[src/source/usb_tx_pkg.sv]
`default_nettype none

package usb_tx_pkg;

  // field widths
  typedef logic [6:0] usb_addr_t;
  typedef logic [3:0] usb_endp_t;

  // upper nibble is the complement of the lower one
  typedef enum logic [7:0] {
    PID_OUT   = 8'hE1,
    PID_IN    = 8'h69,
    PID_DATA0 = 8'hC3,
    PID_DATA1 = 8'h4B,
    PID_ACK   = 8'hD2,
    PID_NAK   = 8'h5A
  } usb_pid_e;

  // taken straight from pid[1:0]
  typedef enum logic [1:0] {
    KIND_TOKEN     = 2'b01,
    KIND_HANDSHAKE = 2'b10,
    KIND_DATA      = 2'b11
  } pkt_kind_e;

  // request fields other than the payload
  typedef struct packed {
    usb_pid_e  pid;
    usb_addr_t addr;
    usb_endp_t endp;
  } usb_token_t;

  // one serial bit between encoder, stuffer and nrzi
  typedef struct packed {
    logic data;
    logic valid;
    logic stuff_en;
    logic last;
  } tx_bit_t;

  // sent lsb first, so seven zeros then a one
  localparam logic [7:0] SYNC_PATTERN = 8'b1000_0000;

  localparam logic [4:0]  CRC5_POLY  = 5'h05;
  localparam logic [15:0] CRC16_POLY = 16'h8005;

  localparam int unsigned STUFF_RUN = 6;

endpackage : usb_tx_pkg

`default_nettype wire

[src/source/crc_generator.sv]
`timescale 1ns/10ps
`default_nettype none

module crc_generator #(
  parameter int unsigned      WIDTH = 5,
  parameter logic [WIDTH-1:0] POLY  = 5'h05
) (
  input  logic clk,
  input  logic rst_L,
  input  logic en,
  input  logic clear,
  input  logic msg_bit,
  input  logic send_rem,
  output logic crc_bit
);

  logic [WIDTH-1:0] crc_q;
  logic             feedback;

  assign feedback = crc_q[WIDTH-1] ^ msg_bit;

  // message bits go straight through, remainder goes out inverted
  assign crc_bit = send_rem ? ~crc_q[WIDTH-1] : msg_bit;

  always_ff @(posedge clk, negedge rst_L) begin
    if (!rst_L) begin
      crc_q <= '1;
    end else if (clear) begin
      crc_q <= '1;
    end else if (en) begin
      if (send_rem) begin
        // shift the remainder out msb first
        crc_q <= {crc_q[WIDTH-2:0], 1'b1};
      end else if (feedback) begin
        crc_q <= {crc_q[WIDTH-2:0], 1'b0} ^ POLY;
      end else begin
        crc_q <= {crc_q[WIDTH-2:0], 1'b0};
      end
    end
  end

endmodule : crc_generator

`default_nettype wire

[src/source/bit_stuffer.sv]
`timescale 1ns/10ps
`default_nettype none

module bit_stuffer
  import usb_tx_pkg::*;
(
  input  logic    clk,
  input  logic    rst_L,
  input  tx_bit_t in_bit,
  output tx_bit_t out_bit,
  output logic    stall
);

  localparam int unsigned RUN_W = $clog2(STUFF_RUN + 1);

  logic [RUN_W-1:0] ones_cnt;

  // a full run is only broken up if another bit follows it
  assign stall = in_bit.valid && (ones_cnt == RUN_W'(STUFF_RUN));

  always_comb begin
    out_bit = in_bit;
    if (stall) begin
      // inserted zero, the held bit keeps its last flag
      out_bit.data     = 1'b0;
      out_bit.valid    = 1'b1;
      out_bit.stuff_en = 1'b1;
      out_bit.last     = 1'b0;
    end
  end

  always_ff @(posedge clk, negedge rst_L) begin
    if (!rst_L) begin
      ones_cnt <= '0;
    end else if (stall) begin
      ones_cnt <= '0;
    end else if (in_bit.valid) begin
      if (in_bit.last || !in_bit.stuff_en || !in_bit.data)
        ones_cnt <= '0;
      else
        ones_cnt <= ones_cnt + 1'b1;
    end
  end

endmodule : bit_stuffer

`default_nettype wire

[src/source/nrzi_encoder.sv]
`timescale 1ns/10ps
`default_nettype none

module nrzi_encoder
  import usb_tx_pkg::*;
(
  input  logic    clk,
  input  logic    rst_L,
  input  tx_bit_t in_bit,
  output tx_bit_t out_bit
);

  // line level, 1 is J
  logic level_q;
  logic coded;

  // zero toggles, one holds
  assign coded = in_bit.data ? level_q : ~level_q;

  always_ff @(posedge clk, negedge rst_L) begin
    if (!rst_L) begin
      level_q <= 1'b1;
      out_bit <= '0;
    end else begin
      out_bit.data     <= in_bit.valid ? coded : level_q;
      out_bit.valid    <= in_bit.valid;
      out_bit.stuff_en <= in_bit.stuff_en;
      out_bit.last     <= in_bit.valid && in_bit.last;
      if (in_bit.valid) begin
        // next packet starts from idle J again
        level_q <= in_bit.last ? 1'b1 : coded;
      end
    end
  end

endmodule : nrzi_encoder

`default_nettype wire

[src/source/line_driver.sv]
`timescale 1ns/10ps
`default_nettype none

module line_driver
  import usb_tx_pkg::*;
(
  input  logic    clk,
  input  logic    rst_L,
  input  tx_bit_t in_bit,
  output logic    line_en,
  output logic    dp,
  output logic    dm,
  output logic    eop_done
);

  typedef enum logic [2:0] {
    IDLE, PACKET, EOP_SE0_A, EOP_SE0_B, EOP_J
  } drv_state_e;

  drv_state_e state;
  logic       bit_q;
  logic       last_q;

  always_ff @(posedge clk) begin
    if (in_bit.valid)
      bit_q <= in_bit.data;
  end

  always_ff @(posedge clk, negedge rst_L) begin
    if (!rst_L) begin
      state  <= IDLE;
      last_q <= 1'b0;
    end else begin
      if (in_bit.valid)
        last_q <= in_bit.last;
      case (state)
        IDLE: begin
          if (in_bit.valid)
            state <= PACKET;
        end
        PACKET: begin
          if (last_q)
            state <= EOP_SE0_A;
        end
        EOP_SE0_A: state <= EOP_SE0_B;
        EOP_SE0_B: state <= EOP_J;
        default:   state <= IDLE;
      endcase
    end
  end

  // line levels follow the state directly
  always_comb begin
    line_en = 1'b1;
    dp      = 1'b0;
    dm      = 1'b0;
    case (state)
      IDLE:   line_en = 1'b0;
      PACKET: begin
        dp = bit_q;
        dm = ~bit_q;
      end
      // single ended zero on both EOP_SE0 states
      EOP_SE0_A, EOP_SE0_B: begin
        dp = 1'b0;
        dm = 1'b0;
      end
      default: dp = 1'b1;
    endcase
  end

  // encoder leaves WAIT_EOP as the J ends
  assign eop_done = (state == EOP_J);

endmodule : line_driver

`default_nettype wire

[src/source/packet_encoder.sv]
`timescale 1ns/10ps
`default_nettype none

module packet_encoder
  import usb_tx_pkg::*;
#(
  parameter int unsigned DATA_BYTES = 8
) (
  input  logic                    clk,
  input  logic                    rst_L,
  input  logic                    pkt_start,
  input  usb_token_t              token,
  input  logic [DATA_BYTES*8-1:0] payload,
  input  logic                    stall,
  input  logic                    eop_done,
  output tx_bit_t                 enc_bit,
  output logic                    busy
);

  localparam int unsigned DATA_BITS = DATA_BYTES * 8;
  // counter must also cover the 16 crc bits
  localparam int unsigned CNT_W = $clog2(DATA_BITS > 16 ? DATA_BITS : 16);

  typedef enum logic [3:0] {
    IDLE, SYNC, PID, ADDR, ENDP, CRC5, DATA, CRC16, WAIT_EOP
  } enc_state_e;

  enc_state_e             state;
  enc_state_e             next_state;
  logic [CNT_W-1:0]       bit_cnt;
  logic [CNT_W-1:0]       field_last;
  logic                   field_done;
  logic                   accept;
  usb_token_t             tok_q;
  logic [DATA_BITS-1:0]   data_q;
  pkt_kind_e              kind;
  logic                   crc5_msg;
  logic                   crc5_bit;
  logic                   crc16_bit;

  assign accept     = pkt_start && (state == IDLE);
  assign busy       = (state != IDLE);
  assign kind       = pkt_kind_e'(tok_q.pid[1:0]);
  assign field_done = (bit_cnt == field_last);

  // request fields, sampled only on accept
  always_ff @(posedge clk) begin
    if (accept) begin
      tok_q  <= token;
      data_q <= payload;
    end
  end

  assign crc5_msg = (state == ADDR) ? tok_q.addr[bit_cnt[2:0]] : tok_q.endp[bit_cnt[1:0]];

  crc_generator #(
    .WIDTH(5),
    .POLY (CRC5_POLY)
  ) u_crc5 (
    .clk     (clk),
    .rst_L   (rst_L),
    .en      (!stall && (state inside {ADDR, ENDP, CRC5})),
    .clear   (accept),
    .msg_bit (crc5_msg),
    .send_rem(state == CRC5),
    .crc_bit (crc5_bit)
  );

  crc_generator #(
    .WIDTH(16),
    .POLY (CRC16_POLY)
  ) u_crc16 (
    .clk     (clk),
    .rst_L   (rst_L),
    .en      (!stall && (state inside {DATA, CRC16})),
    .clear   (accept),
    .msg_bit (data_q[bit_cnt]),
    .send_rem(state == CRC16),
    .crc_bit (crc16_bit)
  );

  // bit mux, field length and follow-on state
  always_comb begin
    enc_bit    = '0;
    field_last = '0;
    next_state = WAIT_EOP;
    case (state)
      SYNC: begin
        enc_bit.data  = SYNC_PATTERN[bit_cnt[2:0]];
        enc_bit.valid = 1'b1;
        field_last    = CNT_W'(7);
        next_state    = PID;
      end
      PID: begin
        enc_bit.data     = tok_q.pid[bit_cnt[2:0]];
        enc_bit.valid    = 1'b1;
        enc_bit.stuff_en = 1'b1;
        field_last       = CNT_W'(7);
        case (kind)
          KIND_TOKEN: next_state = ADDR;
          KIND_DATA:  next_state = DATA;
          // handshake is pid only
          default:    enc_bit.last = (bit_cnt == CNT_W'(7));
        endcase
      end
      ADDR, ENDP, CRC5: begin
        enc_bit.data     = crc5_bit;
        enc_bit.valid    = 1'b1;
        enc_bit.stuff_en = 1'b1;
        if (state == ADDR) begin
          field_last = CNT_W'(6);
          next_state = ENDP;
        end else if (state == ENDP) begin
          field_last = CNT_W'(3);
          next_state = CRC5;
        end else begin
          field_last   = CNT_W'(4);
          enc_bit.last = (bit_cnt == CNT_W'(4));
        end
      end
      DATA, CRC16: begin
        enc_bit.data     = crc16_bit;
        enc_bit.valid    = 1'b1;
        enc_bit.stuff_en = 1'b1;
        if (state == DATA) begin
          field_last = CNT_W'(DATA_BITS - 1);
          next_state = CRC16;
        end else begin
          field_last   = CNT_W'(15);
          enc_bit.last = (bit_cnt == CNT_W'(15));
        end
      end
      default: begin
        enc_bit = '0;
      end
    endcase
  end

  // a stall from the stuffer freezes everything
  always_ff @(posedge clk, negedge rst_L) begin
    if (!rst_L) begin
      state   <= IDLE;
      bit_cnt <= '0;
    end else if (!stall) begin
      case (state)
        IDLE: begin
          bit_cnt <= '0;
          if (accept)
            state <= SYNC;
        end
        WAIT_EOP: begin
          if (eop_done)
            state <= IDLE;
        end
        default: begin
          if (field_done) begin
            bit_cnt <= '0;
            state   <= next_state;
          end else begin
            bit_cnt <= bit_cnt + 1'b1;
          end
        end
      endcase
    end
  end

endmodule : packet_encoder

`default_nettype wire

[src/source/usb_host_tx.sv]
`timescale 1ns/10ps
`default_nettype none

module usb_host_tx
  import usb_tx_pkg::*;
#(
  parameter int unsigned DATA_BYTES = 8
) (
  input  logic                    clk,
  input  logic                    rst_L,
  input  logic                    pkt_start,
  input  usb_token_t              token,
  input  logic [DATA_BYTES*8-1:0] payload,
  output logic                    busy,
  output logic                    line_en,
  output logic                    dp,
  output logic                    dm
);

  tx_bit_t enc_bit;
  tx_bit_t stuffed_bit;
  tx_bit_t line_bit;
  logic    stall;
  logic    eop_done;

  packet_encoder #(
    .DATA_BYTES(DATA_BYTES)
  ) u_encoder (
    .clk      (clk),
    .rst_L    (rst_L),
    .pkt_start(pkt_start),
    .token    (token),
    .payload  (payload),
    .stall    (stall),
    .eop_done (eop_done),
    .enc_bit  (enc_bit),
    .busy     (busy)
  );

  bit_stuffer u_stuffer (
    .clk    (clk),
    .rst_L  (rst_L),
    .in_bit (enc_bit),
    .out_bit(stuffed_bit),
    .stall  (stall)
  );

  nrzi_encoder u_nrzi (
    .clk    (clk),
    .rst_L  (rst_L),
    .in_bit (stuffed_bit),
    .out_bit(line_bit)
  );

  line_driver u_driver (
    .clk     (clk),
    .rst_L   (rst_L),
    .in_bit  (line_bit),
    .line_en (line_en),
    .dp      (dp),
    .dm      (dm),
    .eop_done(eop_done)
  );

endmodule : usb_host_tx

`default_nettype wire

[config.mk]
export PLATFORM = sky130hd
export DESIGN_NAME = usb_host_tx
export DESIGN_NICKNAME = d
export VERILOG_FILES = /design/src/source/usb_tx_pkg.sv /design/src/source/crc_generator.sv /design/src/source/bit_stuffer.sv /design/src/source/nrzi_encoder.sv /design/src/source/line_driver.sv /design/src/source/packet_encoder.sv /design/src/source/usb_host_tx.sv
export SDC_FILE = /design/constraint.sdc
export NUM_CORES = 1
export LEC_CHECK = 0
export ABC_CLOCK_PERIOD_IN_PS = 12500
export BUFFER_PORTS_ARGS = -buffer_cell sky130_fd_sc_hd__buf_4
export CAP_MARGIN = 25
export CORE_MARGIN = 3
export CORE_UTILIZATION = 35
export DETAILED_ROUTE_END_ITERATION = 8
export MAX_ROUTING_LAYER = met4
export PLACE_DENSITY = 0.61
export SLEW_MARGIN = 20
export SYNTH_ARGS = -nofsm -noshare
export SYNTH_HDL_FRONTEND = slang
export SYNTH_SLANG_ARGS = --single-unit
[constraint.sdc]
create_clock -name clk -period 12.5 [get_ports clk]
set_clock_uncertainty 0.05 [all_clocks]
set_input_delay 0.625 -clock clk [delete_from_list [all_inputs] [get_ports clk]]
set_output_delay 0.625 -clock clk [all_outputs]
set_load 0.01 [all_outputs]
==> results by stage, run 1 <==
Run status:
- The run finished with clean final reports.

Critical path:
- In this run the critical register-to-register path is launched from u_encoder.bit_cnt[1]$_DFFE_PN0P_.
- The peak fanout along the critical path is 19.
- The slowest stage of the critical path is the sky130_fd_sc_hd__dfrtp_1 cell.
- The kind of end point of the critical path is a register.
- The arrival time at the worst endpoint is 3.31 ns.
- The register-to-register path setup slack is 9.47 ns.
- The cell class contributing the biggest share of worst-path delay is simple AND/OR/NAND/NOR gates.
- The critical setup path kind is register to register.
- STA classifies the critical path startpoint as a register.
- In this run the critical register-to-register path is captured at u_nrzi.level_q$_DFFE_PN1P_.
- Measured in cells, the most critical reg-to-reg path has a length of 7.
- The data required time at the worst endpoint is 12.78 ns.
- Traced cell by cell, the critical path runs through mux4_2 > nor2_1 > a211oi_1 > or4_4 > and3_1 > nor4_1 > o2bb2ai_1.
- The number of buffers and inverters on the critical path is 0.
- For this run, the slowest stage of the critical path takes 0.89 ns.

Yosys:
- Ranked by total cell area, the synthesized netlist is headed by sky130_fd_sc_hd__edfxtp_1 43%, sky130_fd_sc_hd__dfstp_2 9.9%, sky130_fd_sc_hd__dfrtp_1 8.6%.
- Summing the areas of all and, or, nand and nor instances in the mapped netlist gives 12.3% of the synthesized area.
- Counting every instance in the synthesized netlist gives 444.
- The mean post-synth cell area is 13.1 sq um.
- The number of flops mapped to enable cells by yosys is 84.
- When the netlist entered floorplanning its net count stood at 535.
- The largest area contributor in the netlist is sky130_fd_sc_hd__edfxtp_1.
- The synthesized netlist devotes 0.602% of its cell area to XOR and XNOR gates.
- The flip-flop cell with the highest count after synthesis is sky130_fd_sc_hd__edfxtp_1.
- The number of storage elements in the synthesis netlist is 126.
- The netlist area before placement is 0.00582 sq mm.
- The number of different library cells in the post-synthesis netlist is 64.
- The fraction of synthesized cell area taken by the top area cell type is 43.4%.
- The sequential-to-total area share from yosys stat is 61.9%.
- The fraction of registers with async set or reset after synthesis is 33.3%.
- The warning count from the yosys run is 0.
- The portion of synthesized area spent on multiplexers is 10.3%.
- The compound-gate portion of the synthesized area is 10.6%.
- The synthesized netlist devotes 1.08% of its cell area to adder and majority cells.
- By area, the combinational part of the netlist is dominated by simple AND/OR/NAND/NOR gates.

GRT:
- The wire length of the first global-routing pass is 20.4 mm.
- The total overflow left after global routing is 0.
- The via count of the first global-routing pass came to 4078.
- The pin count of the biggest net entering global routing is 62.
- The overall global routing resource usage is 14.7%.
- The number of antenna violations at the first check in global routing is 0.

Final layout:
- In the final layout, the share of cells above drive strength 1 is 30.9%.
- The final core area utilization is 45.3%.
- After routing the design area is 0.00727 sq mm.
- The signed area change from the synthesized netlist to the final layout is 25.0%.
- The area taken by flip-flops and latches is 0.00360 sq mm.
- The number of nets in the finished design is 621.
- The combined area of the multi-input logic cells is 0.00203 sq mm.
- The number of fillers in the final layout is 1452.
- The repair_antennas step left the layout with diodes totalling 0.

Timing:
- Setup violations remaining at the end of the flow were counted as 0.
- For this run, the top clock speed supported by timing is 330 MHz.
- The minimum period implied by the final worst setup slack is 3.03 ns.
- Summed over all failing endpoints, the final setup total negative slack is 0 ns.
- The final number of hold-violating endpoints came to 0.
- In the finished design, the share of the clock period the worst path needs comes to 24.2%.
- The slew at the pin with the worst max-slew slack is 0.838 ns.
- The total count of max-transition violations in the final report was 0.
- Setup repair after global routing left no endpoint under its margin.
- The headroom to the max-slew limit is 44.1%.
- The worst hold slack is 0.141 ns.

Power:
- In this run the power spent charging and discharging nets is 0.178 mW.
- The worst-case IR drop observed on VDD is 82.0 uV.
- The clock network is responsible for 51.7% of the overall power.
- Cell internal power was estimated by the tool at 0.794 mW.
- For this design the static power due to leakage is 2.67 nW.
- Sequential cells account for 45.9% of the total power.
- The proportion of total power due to net switching is 18.3%.
- The share of power burned in combinational logic is 2.4%.
- In this run the power density over the cells is 134 mW/mm^2.

Clocking:
- At the later pin of the worst-skew pair, clock insertion delay measures 0.42 ns.
- For this design, the CTS-stage hold fixing added 0 buffers.
- The clock transition at the registers of the reported paths is 0.06 ns.
- The number of gates resized after CTS is 0.
- Clock tree synthesis selected as its root buffer the cell sky130_fd_sc_hd__clkbuf_16.
- Post-CTS timing repair inserted 0 buffers for setup.
- The longest clock path from root to sink contains 2 buffers.
- Buffers inserted during clock tree synthesis total 17.
- Counting every sink on the clock net gives 126.
- The level count of the clock H-tree is 4.
- The TritonCTS clock tree is yes.

Die:
- The region available for standard cell placement spans 0.0161 sq mm.
- The height of the die is 135 microns.
- The number of top-level design ports is 90.
- The floorplan has 46 rows.
- The initial core utilization is 36.2%.
- The area of the die is 0.0182 sq mm.
- In this run the horizontal extent of the chip is 135 microns.

Run:
- The max-capacitance violation count is 0.

Route:
- The routed layout has 3858 vias.
- The count of unresolved DRC violations after routing is 0.
- Using the TritonRoute via totals, the vias-per-cell ratio works out to 5.08.
- The final routed wire length divided by cell count is 15.9 microns.
- The post-route antenna net violation count is 0.
- The number of DRC violations after detailed-routing iteration 0 is 223.
- The first-pass detailed-route iteration total is 4.
- The routed design has 12.1 mm of wire.

Place:
- The detailed placer's ending HPWL is 8.52 mm.
- The final RePlAce weighted congestion is 0.796.
- The placement-stage cell area is 0.00666 sq mm.
- The number of buffer cells added on primary ports is 89.

Min path:
- In this run the worst hold path is classified as primary input to async pin.
## how the worst max path moves through the flow
stage                                startpoint                             to  slack (ns)  cells after the start
2_1_floorplan    u_encoder.state[1]$_DFFE_PN0P_  u_encoder.data_q[0]$_DFFE_PP_        8.28                      6
3_3_place_gp   u_encoder.bit_cnt[1]$_DFFE_PN0P_    u_nrzi.out_bit[3]$_DFF_PN0_        9.54                      6
6_report       u_encoder.bit_cnt[1]$_DFFE_PN0P_     u_nrzi.level_q$_DFFE_PN1P_        9.47                      7
4_1_cts        u_encoder.bit_cnt[1]$_DFFE_PN0P_    u_nrzi.out_bit[3]$_DFF_PN0_        9.45                      7
3_5_place_dp   u_encoder.bit_cnt[1]$_DFFE_PN0P_    u_nrzi.out_bit[3]$_DFF_PN0_        9.46                      6
5_1_grt        u_encoder.bit_cnt[1]$_DFFE_PN0P_     u_nrzi.level_q$_DFFE_PN1P_        9.21                      7
## registers in the layout, summed over array words and instances (netlist names)
register and cells:
u_encoder.data_q 64, u_encoder.tok_q 17, u_encoder.u_crc16.crc_q 16, u_encoder.bit_cnt 6, u_encoder.u_crc5.crc_q 5, u_encoder.state 4
u_driver.state 3, u_nrzi.out_bit 3, u_stuffer.ones_cnt 3, u_encoder.kind 2, u_driver.bit_q 1, u_driver.last_q 1
u_nrzi.level_q 1
## logic make-up (layout without fill, tap and decap cells)
kind of cell    count (synthesis)  in the layout
xor+xnor                        4              4
buf+inv                        38            137
fa+ha+maj                       5              5
simple gates                  143            143
compound gates                 91             91
flops                         126            126
mux                            37             37
## power by group through the flow
stage | Sequential [mW] | Combinational, mW | Clock, mW
after floorplan | 0.454 | 0.000156 | 0
after global placement | 0.454 | 0.0235 | 0
after detailed placement | 0.454 | 0.0239 | 0
after CTS | 0.446 | 0.0239 | 0.515
after global routing | 0.446 | 0.0257 | 0.538
final | 0.446 | 0.0234 | 0.502
## metal layers
layer	wire (microns)	track usage, %	share of wire (%)
met1	5390	18.4	45
met5	0	-	0
met4	129	4.52	1.1
met2	5830	22.7	48
met3	725	4.77	6.0
## synth_stat cells (8+ instances only)
cell type                  count
sky130_fd_sc_hd__edfxtp_1     84
sky130_fd_sc_hd__mux2i_1      16
sky130_fd_sc_hd__dfstp_2      22
sky130_fd_sc_hd__a21oi_1      15
sky130_fd_sc_hd__o21ai_0      11
sky130_fd_sc_hd__nor3_1       11
sky130_fd_sc_hd__mux4_2       11
sky130_fd_sc_hd__clkbuf_1     17
sky130_fd_sc_hd__dfrtp_1      20
sky130_fd_sc_hd__nor2_1       26
sky130_fd_sc_hd__nand2b_1      8
sky130_fd_sc_hd__inv_1         8
sky130_fd_sc_hd__o21ai_1      18
sky130_fd_sc_hd__nand3_1      11
sky130_fd_sc_hd__nand2_1      54
## placed cells by master (no fill, tap or decap), types with 6 or more instances in the layout
cell type                   synthesis  routed
sky130_fd_sc_hd__a21oi_1           15      15
sky130_fd_sc_hd__a31oi_1            6       6
sky130_fd_sc_hd__buf_4              0      92
sky130_fd_sc_hd__clkbuf_16          0      17
sky130_fd_sc_hd__dfrtp_1           20      20
sky130_fd_sc_hd__dfstp_2           22      22
sky130_fd_sc_hd__edfxtp_1          84      84
sky130_fd_sc_hd__inv_1              8       8
sky130_fd_sc_hd__mux2i_1           16      16
sky130_fd_sc_hd__mux4_2            11      11
sky130_fd_sc_hd__nand2_1           54      54
sky130_fd_sc_hd__nand2b_1           8       8
sky130_fd_sc_hd__nand3_1           11      11
sky130_fd_sc_hd__nor2_1            26      26
sky130_fd_sc_hd__nor2b_1            6       6
sky130_fd_sc_hd__nor3_1            11      11
sky130_fd_sc_hd__o21ai_0           11      11
sky130_fd_sc_hd__o21ai_1           18      18
sky130_fd_sc_hd__o22a_1             6       6
## metrics by stage
step	total power [mW]	std cells	worst slack, ns
finish	0.972	759	9.47
detailed placement	0.478	727	9.46
global route	1.01	759	9.21
CTS	0.985	759	9.45
global placement	0.478	726	9.54
floorplan	0.454	444	8.28
## layout make-up
class	instances	share of cell area, %
multi-input cells	280	27.9
clock buffers	20	6.01
flip-flops and latches	126	49.5
inverters	12	0.637
repair buffers	93	9.88
well taps	216	3.72
clock inverters	12	2.32
Power figures use the tool's default switching activity.
==> run 2: changes to the inputs <==
--- a/config.mk
+++ b/config.mk
@@ -5,7 +5,7 @@
 export SDC_FILE = /design/constraint.sdc
 export NUM_CORES = 1
 export LEC_CHECK = 0
-export ABC_CLOCK_PERIOD_IN_PS = 12500
+export ABC_CLOCK_PERIOD_IN_PS = 3100
 export BUFFER_PORTS_ARGS = -buffer_cell sky130_fd_sc_hd__buf_4
 export CAP_MARGIN = 25
 export CORE_MARGIN = 3
==> constraint.sdc (replaced) <==
create_clock -name clk -period 3.1 [get_ports clk]
set_clock_uncertainty 0.05 [all_clocks]
set_input_delay 0.155 -clock clk [delete_from_list [all_inputs] [get_ports clk]]
set_output_delay 0.155 -clock clk [all_outputs]
set_load 0.01 [all_outputs]
==> run 2 against run 1 <==
Utilization grew 6.1 points. Largest power group unchanged. Worst hold slack gained 0.085 ns. Critical path type unchanged. Global-route usage rose by 1.8 points.
==> results by stage, run 2 (synthesized netlist as in run 1, its figures left out) <==
Place:
- The placement-stage cell area was 0.00678 sq mm (+1.7%).
- The number of buffer cells added on primary ports came to 89 (unchanged).
- The final RePlAce weighted congestion came to 0.792 (-0.46%).
- The detailed placer's ending HPWL is 8.76 mm (+2.8%).

Final layout:
- The register containing the most flip-flops in the final layout is u_encoder.data_q.
- The number of nets in the finished design is 719 (+16%).
- The signed area change from the synthesized netlist to the final layout is 41.8%.
- The number of inserted diodes is 0 (unchanged).
- The number of flip-flops under the largest register name came to 64 (unchanged).
- The library cell used most frequently in the layout, excluding fill and tap cells, is sky130_fd_sc_hd__buf_4.
- The largest registers in the layout are u_encoder.data_q: 64 flops, u_encoder.tok_q: 17 flops, u_encoder.u_crc16.crc_q: 16 flops.
- The ratio of cells with drive above 1 in the final layout came to 28.9% (-2.1 points).
- The cell area after layout is 0.00825 sq mm (+13%).
- The library cells used most frequently in the layout, excluding fill and tap cells, are 103 x sky130_fd_sc_hd__buf_4, 85 x sky130_fd_sc_hd__dlygate4sd3_1, 84 x sky130_fd_sc_hd__edfxtp_1.

Power:
- The leakage component of the power is 3.10 nW (+16%).
- The clock group share of total power is 51.2% (-0.5 points).
- The power per standard cell area came to 492 mW/mm^2 (+270%).
- The internal power contribution was 3.28 mW (+310%).
- The share of power burned in combinational logic is 4.5% (+2.1 points).
- The portion of total power attributed to sequential cells is 44.3% (-1.6 points).
- The switching power was 0.780 mW (+340%).
- The worst-case vdd ir drop is 414 uV (+400%).
- The proportion of total power due to net switching is 19.2% (+0.88 points).

Run:
- The max-capacitance violation count is 0 (unchanged).

Clocking:
- The level count of the clock H-tree came to 4 (unchanged).
- The maximum buffer depth of the clock tree is 2 (unchanged).
- The post-CTS repair timing setup buffer count is 0 (unchanged).
- The clock transition at the registers of the reported paths is 0.06 ns (about the same).
- The number of CTS-inserted buffers came to 17 (unchanged).
- The clock sink count is 126 (unchanged).
- TritonCTS built the clock tree.
- The buffer type at the clock tree root is sky130_fd_sc_hd__clkbuf_16.
- The insertion delay of the later-clocked pin in the worst-skew pair is 0.42 ns (about the same).

Critical path:
- The worst setup path is of the register to register kind.
- The peak fanout along the critical path is 16 (-3).
- The kind of launch point of the worst setup path is a register.
- The kind of end point of the critical path is a register.
- The data required time at the worst endpoint is 3.38 ns (-9.40 ns).
- The arrival time at the worst endpoint is 3.13 ns (-0.18 ns).

Route:
- The post-route antenna net violation count was 0 (unchanged).
- The final routed wirelength across all metal layers is 13.6 mm (+13%).
- The total number of vias is 4212 (+9.2%).
- The vias per cell is 4.91 (-3.3%).
- The final routed wire length divided by cell count is 15.9 microns (-0.27%).
- The number of DRC violations after detailed-routing iteration 0 is 255 (+14%).
- The first-pass detailed-route iteration total is 4 (unchanged).
- The count of unresolved DRC violations after routing came to 0 (unchanged).

Timing:
- The total count of max-transition violations in the final report is 0 (unchanged).
- The period utilization is 91.9% (+68 points).
- The total setup violations reported at the end of the flow is 0 (unchanged).
- The setup TNS after final layout came to 0 ns (unchanged).
- The headroom to the max-slew limit is 56.4% (+12 points).
- The final number of hold-violating endpoints is 0 (unchanged).
- The minimum period implied by the final worst setup slack is 2.85 ns (-0.181 ns).
- The slew at the pin with the worst max-slew slack was 0.652 ns (-0.187 ns).
- The highest attainable clock frequency is 351 MHz (+6.4%).
- Setup repair after global routing left no endpoint under its margin.

GRT:
- The pin count of the biggest net entering global routing is 56 (-9.7%).
- The overall global routing resource usage was 16.4% (+1.8 points).
- The remaining global-route overflow came to 0 (unchanged).
- The via count of the first global-routing pass came to 4445 (+9.0%).
- The wire length of the first global-routing pass is 22.7 mm (+11%).
- The number of antenna violations at the first check in global routing was 0 (unchanged).

Die:
- The initial core utilization is 36.2% (unchanged).
- The area inside the core boundary came to 0.0161 sq mm (unchanged).
- The height of the die is 135 microns (unchanged).
- The standard-cell row count is 46 (unchanged).
- The area of the die is 0.0182 sq mm (unchanged).
- The number of top-level design ports was 90 (unchanged).
- The die extent in x is 135 microns (unchanged).

Min path:
- The type of the most critical hold path is primary input to async pin.

Run status:
- The run finished with clean final reports.
run 2: changes by cell type in the layout (fill, tap and decap cells not counted), sizes merged:
| cell | delta |
|---|---|
| buf | +13 |
| dlygate4sd3 | +85 |
| clkbuf | -2 |
| inv | +2 |
| clkinv | +2 |
| clkinvlp | -2 |
run 2: path summary, 6_finish.rpt:
| check | startpoint | endpoint | slack (ns) | cells after the start |
|---|---|---|---|---|
| min | rst_L | u_encoder.state[1]$_DFFE_PN0P_ | 0.23 | 2 |
| max | u_encoder.bit_cnt[0]$_DFFE_PN0P_ | u_nrzi.level_q$_DFFE_PN1P_ | 0.25 | 8 |
| min reg2reg | u_nrzi.out_bit[3]$_DFF_PN0_ | u_driver.bit_q$_DFFE_PP_ | 0.38 | 0 |
| max reg2reg | u_encoder.bit_cnt[0]$_DFFE_PN0P_ | u_nrzi.level_q$_DFFE_PN1P_ | 0.25 | 8 |
| min in group clk | u_nrzi.out_bit[3]$_DFF_PN0_ | u_driver.bit_q$_DFFE_PP_ | 0.38 | 0 |
| max in group asynchronous | rst_L | u_encoder.bit_cnt[0]$_DFFE_PN0P_ | 2.37 | 2 |
run 2: metrics by stage:
| step | setup slack (ns) | cells | power (mW) | utilization (%) | hold WS (ns) |
|---|---|---|---|---|---|
| after global placement | 0.276 | 740 | 1.93 | 42.2 | 0.127 |
| after global routing | 0.0479 | 857 | 4.20 | 51.4 | 0.300 |
| after CTS | 0.191 | 857 | 4.11 | 51.4 | 0.246 |
| final | 0.250 | 857 | 4.06 | 51.4 | 0.226 |
| after detailed placement | 0.201 | 740 | 1.93 | 42.2 | 0.132 |
| after floorplan | 0.234 | 444 | 1.83 | - | -0.191 |
run 2: worst max-delay path: stages, from the launching register on:
cell and delay (ns):
sky130_fd_sc_hd__dfrtp_2 0.47, sky130_fd_sc_hd__buf_12 0.19, sky130_fd_sc_hd__mux4_2 0.51, sky130_fd_sc_hd__mux2i_1 0.14
sky130_fd_sc_hd__o22ai_1 0.11, sky130_fd_sc_hd__or4_4 0.55, sky130_fd_sc_hd__and3_1 0.27, sky130_fd_sc_hd__nor4_1 0.33
sky130_fd_sc_hd__o2bb2ai_1 0.13
run 2: what timing repair did:
| action | CTS | global route |
|---|---|---|
| hold buffers | 85 | 0 |
| resized for setup | 0 | 1 |
| hold endpoints to repair | 104 | 0 |
| endpoints found under the setup margin | 0 | 2 |
run 2: area by class of cell:
type                            instances  area, sq um
Timing Repair Buffer                  191         1680
Inverter                               12         46.3
Fill cell                            1333         7810
Sequential cell                       126         3600
Multi-Input combinational cell        280         2030
Clock inverter                         14          190
Clock buffer                           18          429
Tap cell                              216          270
run 2: metal layers:
metal  part of all wire (%)  track usage, %
met1                     44            20.2
met2                     49            25.9
met3                    5.0            4.28
met4                    2.1            6.79
met5                      0               -
run 2: power by group through the flow:
stage | clock, mW | combinational, mW | sequential [mW]
floorplan | 0 | 0.000626 | 1.83
finish | 2.08 | 0.183 | 1.80
global route | 2.21 | 0.198 | 1.80
CTS | 2.13 | 0.181 | 1.80
global placement | 0 | 0.0941 | 1.83
detailed placement | 0 | 0.0956 | 1.83
==> run 3: changes to the inputs <==
--- a/config.mk
+++ b/config.mk
@@ -8,11 +8,11 @@
 export ABC_CLOCK_PERIOD_IN_PS = 3100
 export BUFFER_PORTS_ARGS = -buffer_cell sky130_fd_sc_hd__buf_4
 export CAP_MARGIN = 25
-export CORE_MARGIN = 3
 export CORE_UTILIZATION = 35
 export DETAILED_ROUTE_END_ITERATION = 8
 export MAX_ROUTING_LAYER = met4
 export PLACE_DENSITY = 0.61
+export SETUP_SLACK_MARGIN = 0.4
 export SLEW_MARGIN = 20
 export SYNTH_ARGS = -nofsm -noshare
 export SYNTH_HDL_FRONTEND = slang
==> run 3 against run 2 <==
Count of clock-buffer cells in the layout decreased by 1. Routed wire length is 0.32% lower. Critical endpoint is now u_stuffer.ones_cnt[2]$_DFFE_PN0P_. Sequential power about the same. Die area shrank 5.8%. Register-to-register slack better by 0.19 ns. Worst setup slack better by 0.19 ns. Worst hold slack better by 0.011 ns. Combinational power hardly changed. Largest cell class unchanged.
==> results by stage, run 3 (synthesized netlist as in run 1, its figures left out) <==
Timing:
- The slew at the pin with the worst max-slew slack is 0.563 ns (-0.0885 ns).
- Setup repair after global routing could not meet its margin everywhere.
- The highest attainable clock frequency is 376 MHz (+7.1%).
- The setup TNS after final layout is 0 ns (unchanged).
- The final number of hold-violating endpoints was 0 (unchanged).
- The total count of max-transition violations in the final report came to 0 (unchanged).
- The period utilization is 85.9% (-6.1 points).
- The headroom to the max-slew limit is 62.5% (+6.0 points).
- The minimum period implied by the final worst setup slack is 2.66 ns (-0.188 ns).
- The total setup violations reported at the end of the flow is 0 (unchanged).
- The post-route worst setup slack was 0.438 ns (+0.188 ns).

Final layout:
- The largest registers in the layout are u_encoder.data_q: 64 flops, u_encoder.tok_q: 17 flops, u_encoder.u_crc16.crc_q: 16 flops.
- The number of nets in the finished design is 731 (+1.7%).
- The library cell used most frequently in the layout, excluding fill and tap cells, is sky130_fd_sc_hd__buf_4.
- The ratio of cells with drive above 1 in the final layout is 31.4% (+2.5 points).
- The number of flip-flops under the largest register name is 64 (unchanged).
- The number of inserted diodes came to 0 (unchanged).
- The cell area after layout came to 0.00837 sq mm (+1.5%).
- The register containing the most flip-flops in the final layout is u_encoder.data_q.
- The final core area utilization is 52.1% (+0.77 points).
- The number of standard cells in the final layout excluding fillers was 869 (+1.4%).
- From synthesis to final layout, the design area changed by 44.0%.
- Leaving out fill and tap cells, the most frequent cells in the layout are 111 x sky130_fd_sc_hd__buf_4, 85 x sky130_fd_sc_hd__dlygate4sd3_1, 84 x sky130_fd_sc_hd__edfxtp_1.
- The number of fillers in the final layout is 1332 (-0.075%).

Clocking:
- The clock transition at the registers of the reported paths is 0.06 ns (about the same).
- The number of CTS-inserted buffers is 17 (unchanged).
- The insertion delay of the later-clocked pin in the worst-skew pair was 0.43 ns (about the same).
- The maximum buffer depth of the clock tree was 2 (unchanged).
- The level count of the clock H-tree is 4 (unchanged).
- The clock sink count is 126 (unchanged).
- The TritonCTS clock tree is yes.
- The tree is rooted in a sky130_fd_sc_hd__clkbuf_16.

GRT:
- The overall global routing resource usage is 17.9% (+1.5 points).
- The via count of the first global-routing pass is 4405 (-0.90%).
- The number of antenna violations at the first check in global routing was 0 (unchanged).
- The pin count of the biggest net entering global routing is 55 (-1.8%).
- The remaining global-route overflow was 0 (unchanged).
- The wire length of the first global-routing pass is 22.3 mm (-2.0%).

Route:
- The wire length on met3 is 652 microns (-4.3%).
- The vias per cell is 4.95 (+0.80%).
- The count of unresolved DRC violations after routing came to 0 (unchanged).
- The top routing layer in use is met4.
- The total number of vias is 4305 (+2.2%).
- The number of DRC violations after detailed-routing iteration 0 is 297 (+16%).
- The final routed wirelength across all metal layers is 13.6 mm (-0.32%).
- The first-pass detailed-route iteration total is 5 (+1).
- The detailed-route wire length on metal 1 is 5.82 mm (-2.0%).
- The final routed wire length divided by cell count is 15.6 microns (-1.7%).
- The detailed-routed wire length on met2 is 6.74 mm (+0.78%).
- The post-route antenna net violation count is 0 (unchanged).

Critical path:
- The cell with the biggest individual delay on the critical path is sky130_fd_sc_hd__or4_4.
- The critical path goes through buf_12 > mux4_2 > o211a_1 > or4_4 > and3_4 > buf_4 > o22ai_2 > nand2_1.
- The peak fanout along the critical path is 7 (-9).
- The arrival time at the worst endpoint is 2.92 ns (-0.21 ns).
- The worst setup path is captured at a register.
- The kind of cell with the highest combined delay along the critical path is simple AND/OR/NAND/NOR gates.
- The critical setup path kind is register to register.
- The number of buffers and inverters on the critical path is 2 (+1).
- The delay of the slowest cell on the worst path is 0.53 ns (-0.02 ns).
- STA classifies the critical path startpoint as a register.
- The data required time at the worst endpoint is 3.36 ns (-0.02 ns).

Place:
- The number of buffer cells added on primary ports was 89 (unchanged).
- The placement-stage cell area is 0.00677 sq mm (-0.11%).
- The post-placement cell count is 739 (-0.14%).
- The pre-CTS worst setup slack came to 0.237 ns (+0.0358 ns).
- The detailed placer's ending HPWL is 8.55 mm (-2.4%).
- The final RePlAce weighted congestion is 0.825 (+4.1%).

Die:
- The initial core utilization is 36.2% (unchanged).
- The die extent in x is 131 microns (-3.0%).
- The number of top-level design ports is 90 (unchanged).
- The height of the die was 131 microns (-3.0%).
- The area inside the core boundary is 0.0161 sq mm (unchanged).
- The standard-cell row count is 46 (unchanged).
- The area of the die came to 0.0171 sq mm (-5.8%).

Min path:
- The type of the most critical hold path is primary input to async pin.

Run:
- The max-capacitance violation count is 0 (unchanged).

Run status:
- The flow ran to the end, and the final reports show no timing, DRC or antenna violations.

Power:
- The worst-case vdd ir drop is 454 uV (+9.8%).
- The power per standard cell area is 473 mW/mm^2 (-4.0%).
- The leakage component of the power is 3.16 nW (+1.8%).
==> run 3: cell count changes in the layout (fill, tap and decap cells not counted), moves of 2 or more <==
| cell | previous run | this run |
|---|---|---|
| sky130_fd_sc_hd__buf_12 | 3 | 5 |
| sky130_fd_sc_hd__buf_4 | 103 | 111 |
| sky130_fd_sc_hd__bufinv_16 | 4 | 2 |
| sky130_fd_sc_hd__clkinv_2 | 5 | 3 |
| sky130_fd_sc_hd__clkinv_4 | 2 | 4 |
| sky130_fd_sc_hd__dfrtp_1 | 19 | 16 |
| sky130_fd_sc_hd__dfrtp_2 | 1 | 4 |
| sky130_fd_sc_hd__inv_6 | 2 | 4 |
| sky130_fd_sc_hd__mux2i_1 | 16 | 14 |
| sky130_fd_sc_hd__mux2i_2 | 0 | 2 |
==> run 3: area by class of cell <==
class | count | area [sq um] | area share (%)
sequential | 126 | 3610 | 43.1
multi-input combinational | 280 | 2040 | 24.4
timing repair buffer | 203 | 1820 | 21.7
clock buffer | 17 | 425 | 5.08
tap | 216 | 270 | 3.23
clock inverter | 15 | 163 | 1.94
inverter | 12 | 46.3 | 0.553
==> run 3: worst paths after layout <==
path	startpoint	endpoint	slack, ns	depth (start not counted)
max reg2reg	u_encoder.bit_cnt[0]$_DFFE_PN0P_	u_stuffer.ones_cnt[2]$_DFFE_PN0P_	0.44	8
max	u_encoder.bit_cnt[0]$_DFFE_PN0P_	u_stuffer.ones_cnt[2]$_DFFE_PN0P_	0.44	8
max in group asynchronous	rst_L	u_encoder.bit_cnt[0]$_DFFE_PN0P_	2.36	2
min in group clk	u_nrzi.out_bit[3]$_DFF_PN0_	u_driver.bit_q$_DFFE_PP_	0.37	0
min reg2reg	u_nrzi.out_bit[3]$_DFF_PN0_	u_driver.bit_q$_DFFE_PP_	0.37	0
min	rst_L	u_encoder.bit_cnt[4]$_DFFE_PN0P_	0.24	2
==> run 3: timing repair <==
item                                    in CTS  in global routing
gates cloned                                 0                  1
endpoints found under the hold margin      104                  0
hold buffers                                85                  0
pin swaps                                    0                  6
resized for setup                            4                  7
setup buffers                                1                 11
endpoints found under the setup margin       5                 12
==> run 3: through the flow <==
step	hold slack (ns)	total power, mW
detailed placement	0.138	1.93
CTS	0.243	3.99
global route	0.284	4.07
finish	0.237	3.96
floorplan	-0.191	1.83
global placement	0.123	1.93
==> run 3: report_power, final <==
| part | total, mW | internal (mW) | switching [mW] |
|---|---|---|---|
| clock | 1.97 | 1.19 | 0.779 |
| combinational | 0.184 | 0.136 | 0.0478 |
| sequential | 1.80 | 1.80 | 0 |
| total | 3.96 | 3.13 | 0.827 |
==> run 3: worst reg2reg max path: stages, from the launching register on <==
cell and delay [ns]:
sky130_fd_sc_hd__dfrtp_2 0.49, sky130_fd_sc_hd__buf_12 0.16, sky130_fd_sc_hd__mux4_2 0.49, sky130_fd_sc_hd__o211a_1 0.25
sky130_fd_sc_hd__or4_4 0.53, sky130_fd_sc_hd__and3_4 0.22, sky130_fd_sc_hd__buf_4 0.14, sky130_fd_sc_hd__o22ai_2 0.16
sky130_fd_sc_hd__nand2_1 0.07
==> run 3: metal layers <==
metal  vias up  track usage [%]
met2       140             28.2
met5         -                -
met1      2058             21.7
li1       2080                -
met4         0             8.59
met3        27             4.15
